[config.mk]
export PLATFORM = sky130hd
export DESIGN_NAME = bulk_in_path
export DESIGN_NICKNAME = d
export VERILOG_FILES = /design/src/hdl/usb_bulk_pkg.sv /design/src/hdl/in_endpoint_select.sv /design/src/hdl/telemetry_capture.sv /design/src/hdl/axis_skid.sv /design/src/hdl/data_packetizer.sv /design/src/hdl/bulk_in_path.sv
export SDC_FILE = /design/constraint.sdc
export NUM_CORES = 1
export LEC_CHECK = 0
export BUFFER_PORTS_ARGS = -buffer_cell sky130_fd_sc_hd__buf_2
export CAP_MARGIN = 30
export CORE_MARGIN = 2
export CORE_UTILIZATION = 50
export CTS_CLUSTER_SIZE = 14
export DETAILED_ROUTE_END_ITERATION = 10
export PLACE_DENSITY = 0.67
export SLEW_MARGIN = 30
export SYNTH_ARGS = -nofsm -noshare
export SYNTH_HDL_FRONTEND = slang
export SYNTH_HIERARCHICAL = 1
export SYNTH_SLANG_ARGS = --single-unit
[constraint.sdc]
create_clock -name clock -period 3.72 [get_ports clock]
set_input_delay 0.372 -clock clock [delete_from_list [all_inputs] [get_ports clock]]
set_output_delay 0.372 -clock clock [all_outputs]
set_load 0.02 [all_outputs]
[src/hdl/usb_bulk_pkg.sv]
package usb_bulk_pkg;

  // bus byte and endpoint number
  typedef logic [7:0] byte_t;
  typedef logic [3:0] endpt_t;

  // data PIDs, check nibble in the upper half
  typedef enum logic [7:0] {
    PID_DATA0 = 8'hC3,
    PID_DATA1 = 8'h4B
  } pid_e;

  localparam endpt_t USER_EP      = 4'd1;  // user byte stream
  localparam endpt_t TELEMETRY_EP = 4'd2;  // counter snapshot

  // telemetry record
  typedef logic [15:0] event_count_t;

  // sof, crc error, timeout; each low byte first
  localparam int unsigned TELE_RECORD_LEN = 6;

  // data packet crc16, shifted lsb first
  typedef logic [15:0] crc16_t;

  localparam crc16_t CRC16_POLY_REFL = 16'hA001;
  localparam crc16_t CRC16_INIT      = 16'hFFFF;

  // framer sequence: pid, payload, then crc low and high bytes
  typedef enum logic [2:0] {
    FS_IDLE,
    FS_PID,
    FS_PAYLOAD,
    FS_CRC_LO,
    FS_CRC_HI
  } frame_state_e;

endpackage

[src/hdl/in_endpoint_select.sv]
module in_endpoint_select (
  input  logic                  clock,
  input  logic                  areset_n,
  input  logic                  blk_start_i,
  input  usb_bulk_pkg::endpt_t  blk_endpt_i,
  input  logic                  s_tvalid_i,
  output logic                  s_tready_o,
  input  logic                  s_tlast_i,
  input  usb_bulk_pkg::byte_t   s_tdata_i,
  input  logic                  tel_tvalid_i,
  output logic                  tel_tready_o,
  input  logic                  tel_tlast_i,
  input  usb_bulk_pkg::byte_t   tel_tdata_i,
  output logic                  mux_tvalid_o,
  input  logic                  mux_tready_i,
  output logic                  mux_tlast_o,
  output usb_bulk_pkg::byte_t   mux_tdata_o,
  output logic                  xfer_start_o,
  output logic                  xfer_tele_o,
  output logic                  tele_start_o
);
  import usb_bulk_pkg::*;

  logic ep_user, ep_tele;
  logic sel_user_q, sel_tele_q;  // nothing selected out of reset

  assign ep_user = (blk_endpt_i == USER_EP);
  assign ep_tele = (blk_endpt_i == TELEMETRY_EP);

  // unknown endpoints never start a transfer
  assign xfer_start_o = blk_start_i & (ep_user | ep_tele);
  assign xfer_tele_o  = ep_tele;  // qualified by xfer_start_o
  assign tele_start_o = blk_start_i & ep_tele;

  always_ff @(posedge clock or negedge areset_n) begin
    if (!areset_n) begin
      sel_user_q <= 1'b0;
      sel_tele_q <= 1'b0;
    end else if (xfer_start_o) begin
      sel_user_q <= ep_user;
      sel_tele_q <= ep_tele;
    end
  end

  // steer the selected source into the skid buffer
  always_comb begin
    mux_tvalid_o = 1'b0;
    mux_tlast_o  = 1'b0;
    mux_tdata_o  = s_tdata_i;
    if (sel_tele_q) begin
      mux_tvalid_o = tel_tvalid_i;
      mux_tlast_o  = tel_tlast_i;
      mux_tdata_o  = tel_tdata_i;
    end else if (sel_user_q) begin
      mux_tvalid_o = s_tvalid_i;
      mux_tlast_o  = s_tlast_i;
    end
  end

  assign s_tready_o   = sel_user_q & mux_tready_i;
  assign tel_tready_o = sel_tele_q & mux_tready_i;

endmodule

[src/hdl/telemetry_capture.sv]
module telemetry_capture (
  input  logic                 clock,
  input  logic                 areset_n,
  input  logic                 sof_i,
  input  logic                 crc_err_i,
  input  logic                 timeout_i,
  input  logic                 tele_start_i,
  output logic                 tel_tvalid_o,
  input  logic                 tel_tready_i,
  output logic                 tel_tlast_o,
  output usb_bulk_pkg::byte_t  tel_tdata_o,
  output logic                 has_telemetry_o
);
  import usb_bulk_pkg::*;

  localparam int unsigned IDX_W = $clog2(TELE_RECORD_LEN);

  event_count_t sof_cnt_q, crc_cnt_q, tmo_cnt_q;

  byte_t            snap_q [TELE_RECORD_LEN];
  logic [IDX_W-1:0] rec_idx_q;
  logic             rec_busy_q;  // record pending or streaming
  logic             rec_fire;

  // live counters
  always_ff @(posedge clock or negedge areset_n) begin
    if (!areset_n) begin
      sof_cnt_q <= '0;
      crc_cnt_q <= '0;
      tmo_cnt_q <= '0;
    end else if (tele_start_i) begin
      // new period, a same-cycle event counts here
      sof_cnt_q <= event_count_t'(sof_i);
      crc_cnt_q <= event_count_t'(crc_err_i);
      tmo_cnt_q <= event_count_t'(timeout_i);
    end else begin
      sof_cnt_q <= sof_cnt_q + event_count_t'(sof_i);  // wraps at 16 bits
      crc_cnt_q <= crc_cnt_q + event_count_t'(crc_err_i);
      tmo_cnt_q <= tmo_cnt_q + event_count_t'(timeout_i);
    end
  end

  assign has_telemetry_o = (sof_cnt_q != '0) | (crc_cnt_q != '0) | (tmo_cnt_q != '0);

  // snapshot in record order
  always_ff @(posedge clock) begin
    if (tele_start_i) begin
      snap_q[0] <= sof_cnt_q[7:0];
      snap_q[1] <= sof_cnt_q[15:8];
      snap_q[2] <= crc_cnt_q[7:0];
      snap_q[3] <= crc_cnt_q[15:8];
      snap_q[4] <= tmo_cnt_q[7:0];
      snap_q[5] <= tmo_cnt_q[15:8];
    end
  end

  assign rec_fire = rec_busy_q & tel_tready_i;

  always_ff @(posedge clock or negedge areset_n) begin
    if (!areset_n) begin
      rec_busy_q <= 1'b0;
      rec_idx_q  <= '0;
    end else if (tele_start_i) begin
      rec_busy_q <= 1'b1;
      rec_idx_q  <= '0;
    end else if (rec_fire) begin
      if (tel_tlast_o) begin
        rec_busy_q <= 1'b0;
      end
      rec_idx_q <= rec_idx_q + 1'b1;
    end
  end

  assign tel_tvalid_o = rec_busy_q;
  assign tel_tdata_o  = snap_q[rec_idx_q];
  assign tel_tlast_o  = (rec_idx_q == IDX_W'(TELE_RECORD_LEN - 1));  // sixth byte

endmodule

[src/hdl/axis_skid.sv]
module axis_skid (
  input  logic                 clock,
  input  logic                 areset_n,
  input  logic                 s_tvalid_i,
  output logic                 s_tready_o,
  input  logic                 s_tlast_i,
  input  usb_bulk_pkg::byte_t  s_tdata_i,
  output logic                 m_tvalid_o,
  input  logic                 m_tready_i,
  output logic                 m_tlast_o,
  output usb_bulk_pkg::byte_t  m_tdata_o
);
  import usb_bulk_pkg::*;

  logic  out_valid_q, out_last_q;
  byte_t out_data_q;
  logic  sk_valid_q, sk_last_q;  // skid register
  byte_t sk_data_q;
  logic  in_fire, out_load;

  assign s_tready_o = ~sk_valid_q;  // full once the skid holds a byte
  assign in_fire    = s_tvalid_i & s_tready_o;
  assign out_load   = m_tready_i | ~out_valid_q;  // output reg free next cycle

  always_ff @(posedge clock or negedge areset_n) begin
    if (!areset_n) begin
      out_valid_q <= 1'b0;
      sk_valid_q  <= 1'b0;
    end else if (out_load) begin
      out_valid_q <= sk_valid_q | in_fire;
      sk_valid_q  <= 1'b0;
    end else if (in_fire) begin
      sk_valid_q <= 1'b1;  // output stalled, park the byte
    end
  end

  always_ff @(posedge clock) begin
    if (out_load) begin
      if (sk_valid_q) begin
        out_last_q <= sk_last_q;
        out_data_q <= sk_data_q;
      end else begin
        out_last_q <= s_tlast_i;
        out_data_q <= s_tdata_i;
      end
    end
    if (in_fire) begin
      sk_last_q <= s_tlast_i;
      sk_data_q <= s_tdata_i;
    end
  end

  assign m_tvalid_o = out_valid_q;
  assign m_tlast_o  = out_last_q;
  assign m_tdata_o  = out_data_q;

endmodule

[src/hdl/data_packetizer.sv]
module data_packetizer (
  input  logic                 clock,
  input  logic                 areset_n,
  input  logic                 xfer_start_i,
  input  logic                 xfer_tele_i,
  input  logic                 ack_i,
  input  logic                 s_tvalid_i,
  output logic                 s_tready_o,
  input  logic                 s_tlast_i,
  input  usb_bulk_pkg::byte_t  s_tdata_i,
  output logic                 tx_tvalid_o,
  input  logic                 tx_tready_i,
  output logic                 tx_tlast_o,
  output usb_bulk_pkg::byte_t  tx_tdata_o
);
  import usb_bulk_pkg::*;

  frame_state_e state_q, state_d;

  logic   [1:0] toggle_q;  // index 0 user, index 1 telemetry
  logic         pkt_tele_q;  // endpoint of the current or last packet
  crc16_t       crc_q;
  logic         pay_fire;
  pid_e         pid;

  // one payload byte through the reflected crc16
  function automatic crc16_t crc16_byte(input crc16_t crc, input byte_t data);
    crc16_t c;
    c = crc ^ crc16_t'(data);
    for (int i = 0; i < 8; i++) begin
      c = c[0] ? ((c >> 1) ^ CRC16_POLY_REFL) : (c >> 1);
    end
    return c;
  endfunction

  assign pid      = toggle_q[pkt_tele_q] ? PID_DATA1 : PID_DATA0;
  assign pay_fire = (state_q == FS_PAYLOAD) & s_tvalid_i & tx_tready_i;

  always_comb begin
    state_d     = state_q;
    tx_tvalid_o = 1'b0;
    tx_tlast_o  = 1'b0;
    tx_tdata_o  = s_tdata_i;
    s_tready_o  = 1'b0;
    case (state_q)
      FS_IDLE: begin
        if (xfer_start_i) begin
          state_d = FS_PID;
        end
      end
      FS_PID: begin
        tx_tvalid_o = 1'b1;
        tx_tdata_o  = byte_t'(pid);
        if (tx_tready_i) begin
          state_d = FS_PAYLOAD;
        end
      end
      FS_PAYLOAD: begin
        // pass-through, the skid buffer holds the byte on a stall
        tx_tvalid_o = s_tvalid_i;
        s_tready_o  = tx_tready_i;
        if (pay_fire && s_tlast_i) begin
          state_d = FS_CRC_LO;
        end
      end
      FS_CRC_LO: begin
        tx_tvalid_o = 1'b1;
        tx_tdata_o  = ~crc_q[7:0];
        if (tx_tready_i) begin
          state_d = FS_CRC_HI;
        end
      end
      FS_CRC_HI: begin
        tx_tvalid_o = 1'b1;
        tx_tlast_o  = 1'b1;
        tx_tdata_o  = ~crc_q[15:8];
        if (tx_tready_i) begin
          state_d = FS_IDLE;
        end
      end
      default: state_d = FS_IDLE;
    endcase
  end

  always_ff @(posedge clock or negedge areset_n) begin
    if (!areset_n) begin
      state_q    <= FS_IDLE;
      toggle_q   <= 2'b00;  // both DATA0
      pkt_tele_q <= 1'b0;
    end else begin
      state_q <= state_d;
      if (state_q == FS_IDLE && xfer_start_i) begin
        pkt_tele_q <= xfer_tele_i;
      end
      if (ack_i) begin
        toggle_q[pkt_tele_q] <= ~toggle_q[pkt_tele_q];
      end
    end
  end

  // crc over the payload only
  always_ff @(posedge clock) begin
    if (state_q == FS_IDLE && xfer_start_i) begin
      crc_q <= CRC16_INIT;
    end else if (pay_fire) begin
      crc_q <= crc16_byte(crc_q, s_tdata_i);
    end
  end

endmodule

[src/hdl/bulk_in_path.sv]
module bulk_in_path (
  input  logic                  clock,
  input  logic                  areset_n,
  input  logic                  blk_start_i,
  input  usb_bulk_pkg::endpt_t  blk_endpt_i,
  input  logic                  sof_i,
  input  logic                  crc_err_i,
  input  logic                  timeout_i,
  input  logic                  ack_i,
  input  logic                  s_tvalid_i,
  output logic                  s_tready_o,
  input  logic                  s_tlast_i,
  input  usb_bulk_pkg::byte_t   s_tdata_i,
  output logic                  tx_tvalid_o,
  input  logic                  tx_tready_i,
  output logic                  tx_tlast_o,
  output usb_bulk_pkg::byte_t   tx_tdata_o,
  output logic                  has_telemetry_o
);
  import usb_bulk_pkg::*;

  logic  xfer_start, xfer_tele, tele_start;
  logic  tel_tvalid, tel_tready, tel_tlast;
  byte_t tel_tdata;
  logic  mux_tvalid, mux_tready, mux_tlast;
  byte_t mux_tdata;
  logic  buf_tvalid, buf_tready, buf_tlast;
  byte_t buf_tdata;

  in_endpoint_select u_select (
    .clock(clock), .areset_n(areset_n),
    .blk_start_i(blk_start_i), .blk_endpt_i(blk_endpt_i),
    .s_tvalid_i(s_tvalid_i), .s_tready_o(s_tready_o),
    .s_tlast_i(s_tlast_i), .s_tdata_i(s_tdata_i),
    .tel_tvalid_i(tel_tvalid), .tel_tready_o(tel_tready),
    .tel_tlast_i(tel_tlast), .tel_tdata_i(tel_tdata),
    .mux_tvalid_o(mux_tvalid), .mux_tready_i(mux_tready),
    .mux_tlast_o(mux_tlast), .mux_tdata_o(mux_tdata),
    .xfer_start_o(xfer_start), .xfer_tele_o(xfer_tele), .tele_start_o(tele_start)
  );

  telemetry_capture u_telemetry (
    .clock(clock), .areset_n(areset_n),
    .sof_i(sof_i), .crc_err_i(crc_err_i), .timeout_i(timeout_i),
    .tele_start_i(tele_start),
    .tel_tvalid_o(tel_tvalid), .tel_tready_i(tel_tready),
    .tel_tlast_o(tel_tlast), .tel_tdata_o(tel_tdata),
    .has_telemetry_o(has_telemetry_o)
  );

  axis_skid u_skid (
    .clock(clock), .areset_n(areset_n),
    .s_tvalid_i(mux_tvalid), .s_tready_o(mux_tready),
    .s_tlast_i(mux_tlast), .s_tdata_i(mux_tdata),
    .m_tvalid_o(buf_tvalid), .m_tready_i(buf_tready),
    .m_tlast_o(buf_tlast), .m_tdata_o(buf_tdata)
  );

  data_packetizer u_packetizer (
    .clock(clock), .areset_n(areset_n),
    .xfer_start_i(xfer_start), .xfer_tele_i(xfer_tele), .ack_i(ack_i),
    .s_tvalid_i(buf_tvalid), .s_tready_o(buf_tready),
    .s_tlast_i(buf_tlast), .s_tdata_i(buf_tdata),
    .tx_tvalid_o(tx_tvalid_o), .tx_tready_i(tx_tready_i),
    .tx_tlast_o(tx_tlast_o), .tx_tdata_o(tx_tdata_o)
  );

endmodule

==> impl_metrics.py <==
metrics = {
    "global_routing": {
        "antenna_found_initial": 0,
        "grt_use_total_pct": 21.7,
        "grt_max_degree": 40,
        "grt_pass1_vias": 4625,
        "grt_first_pass_wirelength_um": 24200,
        "grt_remaining_overflow": 0,
    },
    "yosys": {
        "postSynthAreaPerCell_um2": 11.6,
        "mappedNetlistNets": 620,
        "synth_top_cells_by_area": "sky130_fd_sc_hd__edfxtp_1, sky130_fd_sc_hd__dfrtp_1, sky130_fd_sc_hd__xnor2_1",
        "synth-seq-cells": 144,
        "yosysUniqueCellTypes": 51,
        "top_reg_cell_synth": "sky130_fd_sc_hd__edfxtp_1",
        "synthesis.area_mm2": 0.00687,
        "yosysTopAreaCellShare_pct": 28.8,
        "ys_seq_area_share_pct": 56.1,
        "synthDominantAreaCellType": "sky130_fd_sc_hd__edfxtp_1",
        "synthArstFlopShare_pct": 43.1,
        "postSynthCellCount": 590,
        "synth-warning-count": 6,
        "synth_edf_count": 66,
    },
    "sta": {
        "rsz0062_at_grt": "false",
        "worst_clock_skew_ps": 9.81,
        "report.final.hold_viol_count": 0,
        "worst_pin_slew_ps": 818,
        "final.period_utilization_pct": 70.3,
        "finalSetupTns_ps": 0,
        "setup-violations-final": 0,
        "max-slew-margin-rel_pct": 45.3,
        "max_freq_ghz": 0.382,
        "drv_slew": 0,
        "finalCriticalPeriod_ps": 2620,
        "post-route-worst-setup-slack_ps": 1100,
    },
    "clock_tree": {
        "cts_repair_resize_count": 0,
        "clkLatencyLatePin_ps": 420,
        "clock-sinks": 144,
        "cts.path.max_buffers": 2,
        "clock_tree_from_tritoncts": "yes",
        "clock-root-buffer": "sky130_fd_sc_hd__clkbuf_16",
        "clk_transition_reported_paths_ps": 60,
        "post-cts-setup-buffer-count": 0,
        "htree_levels": 4,
        "cts-buffers-inserted": 17,
    },
    "floorplan": {
        "die_h_um": 121,
        "initial_utilization_pct": 51.5,
        "core_mm2": 0.0133,
        "num_io_pins": 34,
        "design.die.area_mm2": 0.0147,
        "placementRows": 42,
        "dieWidth_um": 121,
    },
    "routing": {
        "detail-route-antenna-nets": 0,
        "vias_per_cell": 5.73,
        "wl_per_cell_um": 17.8,
        "drt_first_iter_violations": 510,
        "drt-total-wl_um": 14500,
        "drtPass1Iterations": 6,
        "route.vias.total": 4650,
        "drt_drc_violations_left": 0,
    },
    "critical_path": {
        "worstSetupEndpointType": "output port",
        "critPathKind": "reg -> out",
        "timing.critical_path.slowest_cell_delay_ps": 770,
        "critPathLaunchType": "register",
        "critical_path.cell_chain": "nand2_1 -> o221ai_1 -> o21ai_0 -> nand2_1 -> buf_2",
        "critPathMostFrequentCell": "sky130_fd_sc_hd__nand2_1",
        "critPathArrivalTime_ps": 2240,
        "critical_path.max_fanout": 23,
        "reg2reg_depth": 5,
        "r2r_setup_slack_ps": 1460,
        "critical_path_required_ps": 3350,
        "cp_slowest_cell": "sky130_fd_sc_hd__dfrtp_1",
    },
    "placed_design": {
        "io_buffers": 33,
        "place_ws_ps": 1150,
        "place_hpwl_um": 10200,
        "place_congestion": 0.853,
    },
    "power_and_ir_drop": {
        "leakagePower_nw": 3.13,
        "power.ir.vdd_worst_mv": 0.386,
        "power_per_cell_area_mw_per_mm2": 810,
    },
    "hold_path": {
        "timing.hold.worst.class": "in -> reg",
        "min_delay_path_depth": 2,
    },
    "run_status": {
        "outcome": "completed",
    },
    "run": {
        "cap_viol_max_count": 0,
    },
    "finish": {
        "fin_nets": 653,
        "synthToLayoutAreaGrowth_pct": 13.6,
        "n_antenna_cell": 0,
        "share_of_final_layout_standard_cells_stronger_than_drive_strength_1_pct": 18.9,
    },
}
==> power by group <==
part | leakage (nW) | total (mW) | internal, mW | switching [mW]
registers | 1.59 | 2.61 | 2.06 | 0.546
logic | 1.25 | 2.02 | 1.04 | 0.985
clock network | 0.295 | 1.70 | 1.03 | 0.670
total | 3.13 | 6.33 | 4.12 | 2.20
==> logic make-up after synthesis <==
group | share of synthesized area [%]
xor gates and xnor gates | 8.63
muxes | 8.05
and+or+nand+nor | 16.7
DFF | 56.1
AOI/OAI and AO/OA | 6.37
buffers and inverters | 2.68
adders and majority gates | 1.46
==> state kept, by name (all words and copies together) (netlist names) <==
| register | count |
|---|---|
| u_telemetry/snap_q | 48 |
| u_packetizer/crc_q | 16 |
| u_telemetry/crc_cnt_q | 16 |
| u_telemetry/sof_cnt_q | 16 |
| u_telemetry/tmo_cnt_q | 16 |
| u_skid/m_tdata_o | 8 |
| u_skid/sk_data_q | 8 |
| u_packetizer/state_q | 3 |
| u_telemetry/rec_idx_q | 3 |
| u_packetizer/toggle_q | 2 |
| u_packetizer/pkt_tele_q | 1 |
| u_select/sel_tele_q | 1 |
| u_select/sel_user_q | 1 |
| u_skid/m_tlast_o | 1 |
| u_skid/m_tvalid_o | 1 |
| u_skid/sk_last_q | 1 |
| u_skid/sk_valid_q | 1 |
| u_telemetry/tel_tvalid_o | 1 |
==> area by class of cell <==
class                   instances  area, um^2
fillers                      1114        5540
clock inverters                12         133
flip-flops and latches        144        3850
multi-input cells             404        2840
inverters                      15        56.3
well taps                     176         220
repair buffers                 41         246
clock buffers                  20         457
==> what timing repair did <==
| item | CTS | global route |
|---|---|---|
| hold buffers | 1 | 0 |
| endpoints found under the hold margin | 23 | 0 |
| endpoints found under the setup margin | 0 | 0 |
==> path summary, 6_finish.rpt <==
check                                              start                  endpoint
worst min-delay path                      blk_endpt_i[0]       u_select/sel_tele_q
worst max register to register  u_telemetry/rec_idx_q[0]       u_skid/m_tdata_o[1]
max in group asynchronous                       areset_n  u_telemetry/tmo_cnt_q[7]
worst min register to register  u_packetizer/toggle_q[0]  u_packetizer/toggle_q[0]
worst max-delay path             u_packetizer/state_q[0]             tx_tdata_o[3]
min in group asynchronous                       areset_n       u_select/sel_tele_q
==> cells in the mapped netlist, types with 2 or more instances <==
master	count
sky130_fd_sc_hd__mux4_2	8
sky130_fd_sc_hd__nand4_4	2
sky130_fd_sc_hd__nor2_1	72
sky130_fd_sc_hd__buf_1	2
sky130_fd_sc_hd__xor2_1	22
sky130_fd_sc_hd__nor4_1	15
sky130_fd_sc_hd__or3_1	6
sky130_fd_sc_hd__xnor2_1	41
sky130_fd_sc_hd__and4_1	5
sky130_fd_sc_hd__o21ai_1	2
sky130_fd_sc_hd__nand4_1	15
sky130_fd_sc_hd__nand2_1	47
sky130_fd_sc_hd__and3_1	3
sky130_fd_sc_hd__dfxtp_1	16
sky130_fd_sc_hd__nand3_1	19
sky130_fd_sc_hd__mux2_4	7
sky130_fd_sc_hd__edfxtp_1	66
sky130_fd_sc_hd__o221ai_1	4
sky130_fd_sc_hd__nand2b_1	7
sky130_fd_sc_hd__nor2b_1	3
sky130_fd_sc_hd__nor3_1	9
sky130_fd_sc_hd__buf_6	2
sky130_fd_sc_hd__inv_1	15
sky130_fd_sc_hd__ha_1	8
sky130_fd_sc_hd__and2_1	7
sky130_fd_sc_hd__o21ai_0	11
sky130_fd_sc_hd__nor4_2	6
sky130_fd_sc_hd__dfrtp_1	62
sky130_fd_sc_hd__mux2i_1	11
sky130_fd_sc_hd__o22ai_1	9
sky130_fd_sc_hd__buf_2	6
sky130_fd_sc_hd__o211ai_1	7
sky130_fd_sc_hd__a22o_1	3
sky130_fd_sc_hd__a21oi_1	26
sky130_fd_sc_hd__clkbuf_1	16
sky130_fd_sc_hd__nand3_2	2
sky130_fd_sc_hd__mux2_2	14
==> critical path: cells and delay by family (launching register included) <==
family                 cells  cell delay, ps
AO/OA/AOI/OAI              2             400
flip-flops                 1             770
AND/OR/NAND/NOR            2             490
buffers and inverters      1             160
==> routing by layer <==
| metal | vias up | global-route usage, % | share of wire (%) |
|---|---|---|---|
| met1 | 2298 | 28.3 | 44 |
| li1 | 2204 | - | - |
| met3 | 27 | 4.79 | 4.1 |
| met4 | 0 | 8.62 | 2.3 |
| met2 | 121 | 35.3 | 49 |
| met5 | - | 0 | 0 |
==> cell usage in the layout (no fill, tap or decap), types with 11 or more instances in the layout <==
cell                        netlist  layout
sky130_fd_sc_hd__nor2_1          72      71
sky130_fd_sc_hd__edfxtp_1        66      66
sky130_fd_sc_hd__dfrtp_1         62      61
sky130_fd_sc_hd__nand2_1         47      47
sky130_fd_sc_hd__xnor2_1         41      41
sky130_fd_sc_hd__buf_2            6      33
sky130_fd_sc_hd__a21oi_1         26      26
sky130_fd_sc_hd__xor2_1          22      22
sky130_fd_sc_hd__nand3_1         19      19
sky130_fd_sc_hd__clkbuf_16        0      17
sky130_fd_sc_hd__dfxtp_1         16      16
sky130_fd_sc_hd__inv_1           15      15
sky130_fd_sc_hd__nand4_1         15      15
sky130_fd_sc_hd__nor4_1          15      15
sky130_fd_sc_hd__mux2_2          14      14
sky130_fd_sc_hd__mux2i_1         11      11
sky130_fd_sc_hd__o21ai_0         11      11
==> through the flow <==
stage	hold slack, ps	power [mW]	cells	cell area, um^2	utilization (%)
3_5_place_dp	401	4.64	778	7200	53.9
6_report	185	6.33	812	7810	58.5
4_1_cts	170	6.34	811	7790	58.4
5_1_grt	183	6.70	812	7810	58.5
2_1_floorplan	76.4	4.17	590	6880	-
3_3_place_gp	384	4.55	778	7200	53.9
Power figures use the tool's default switching activity.
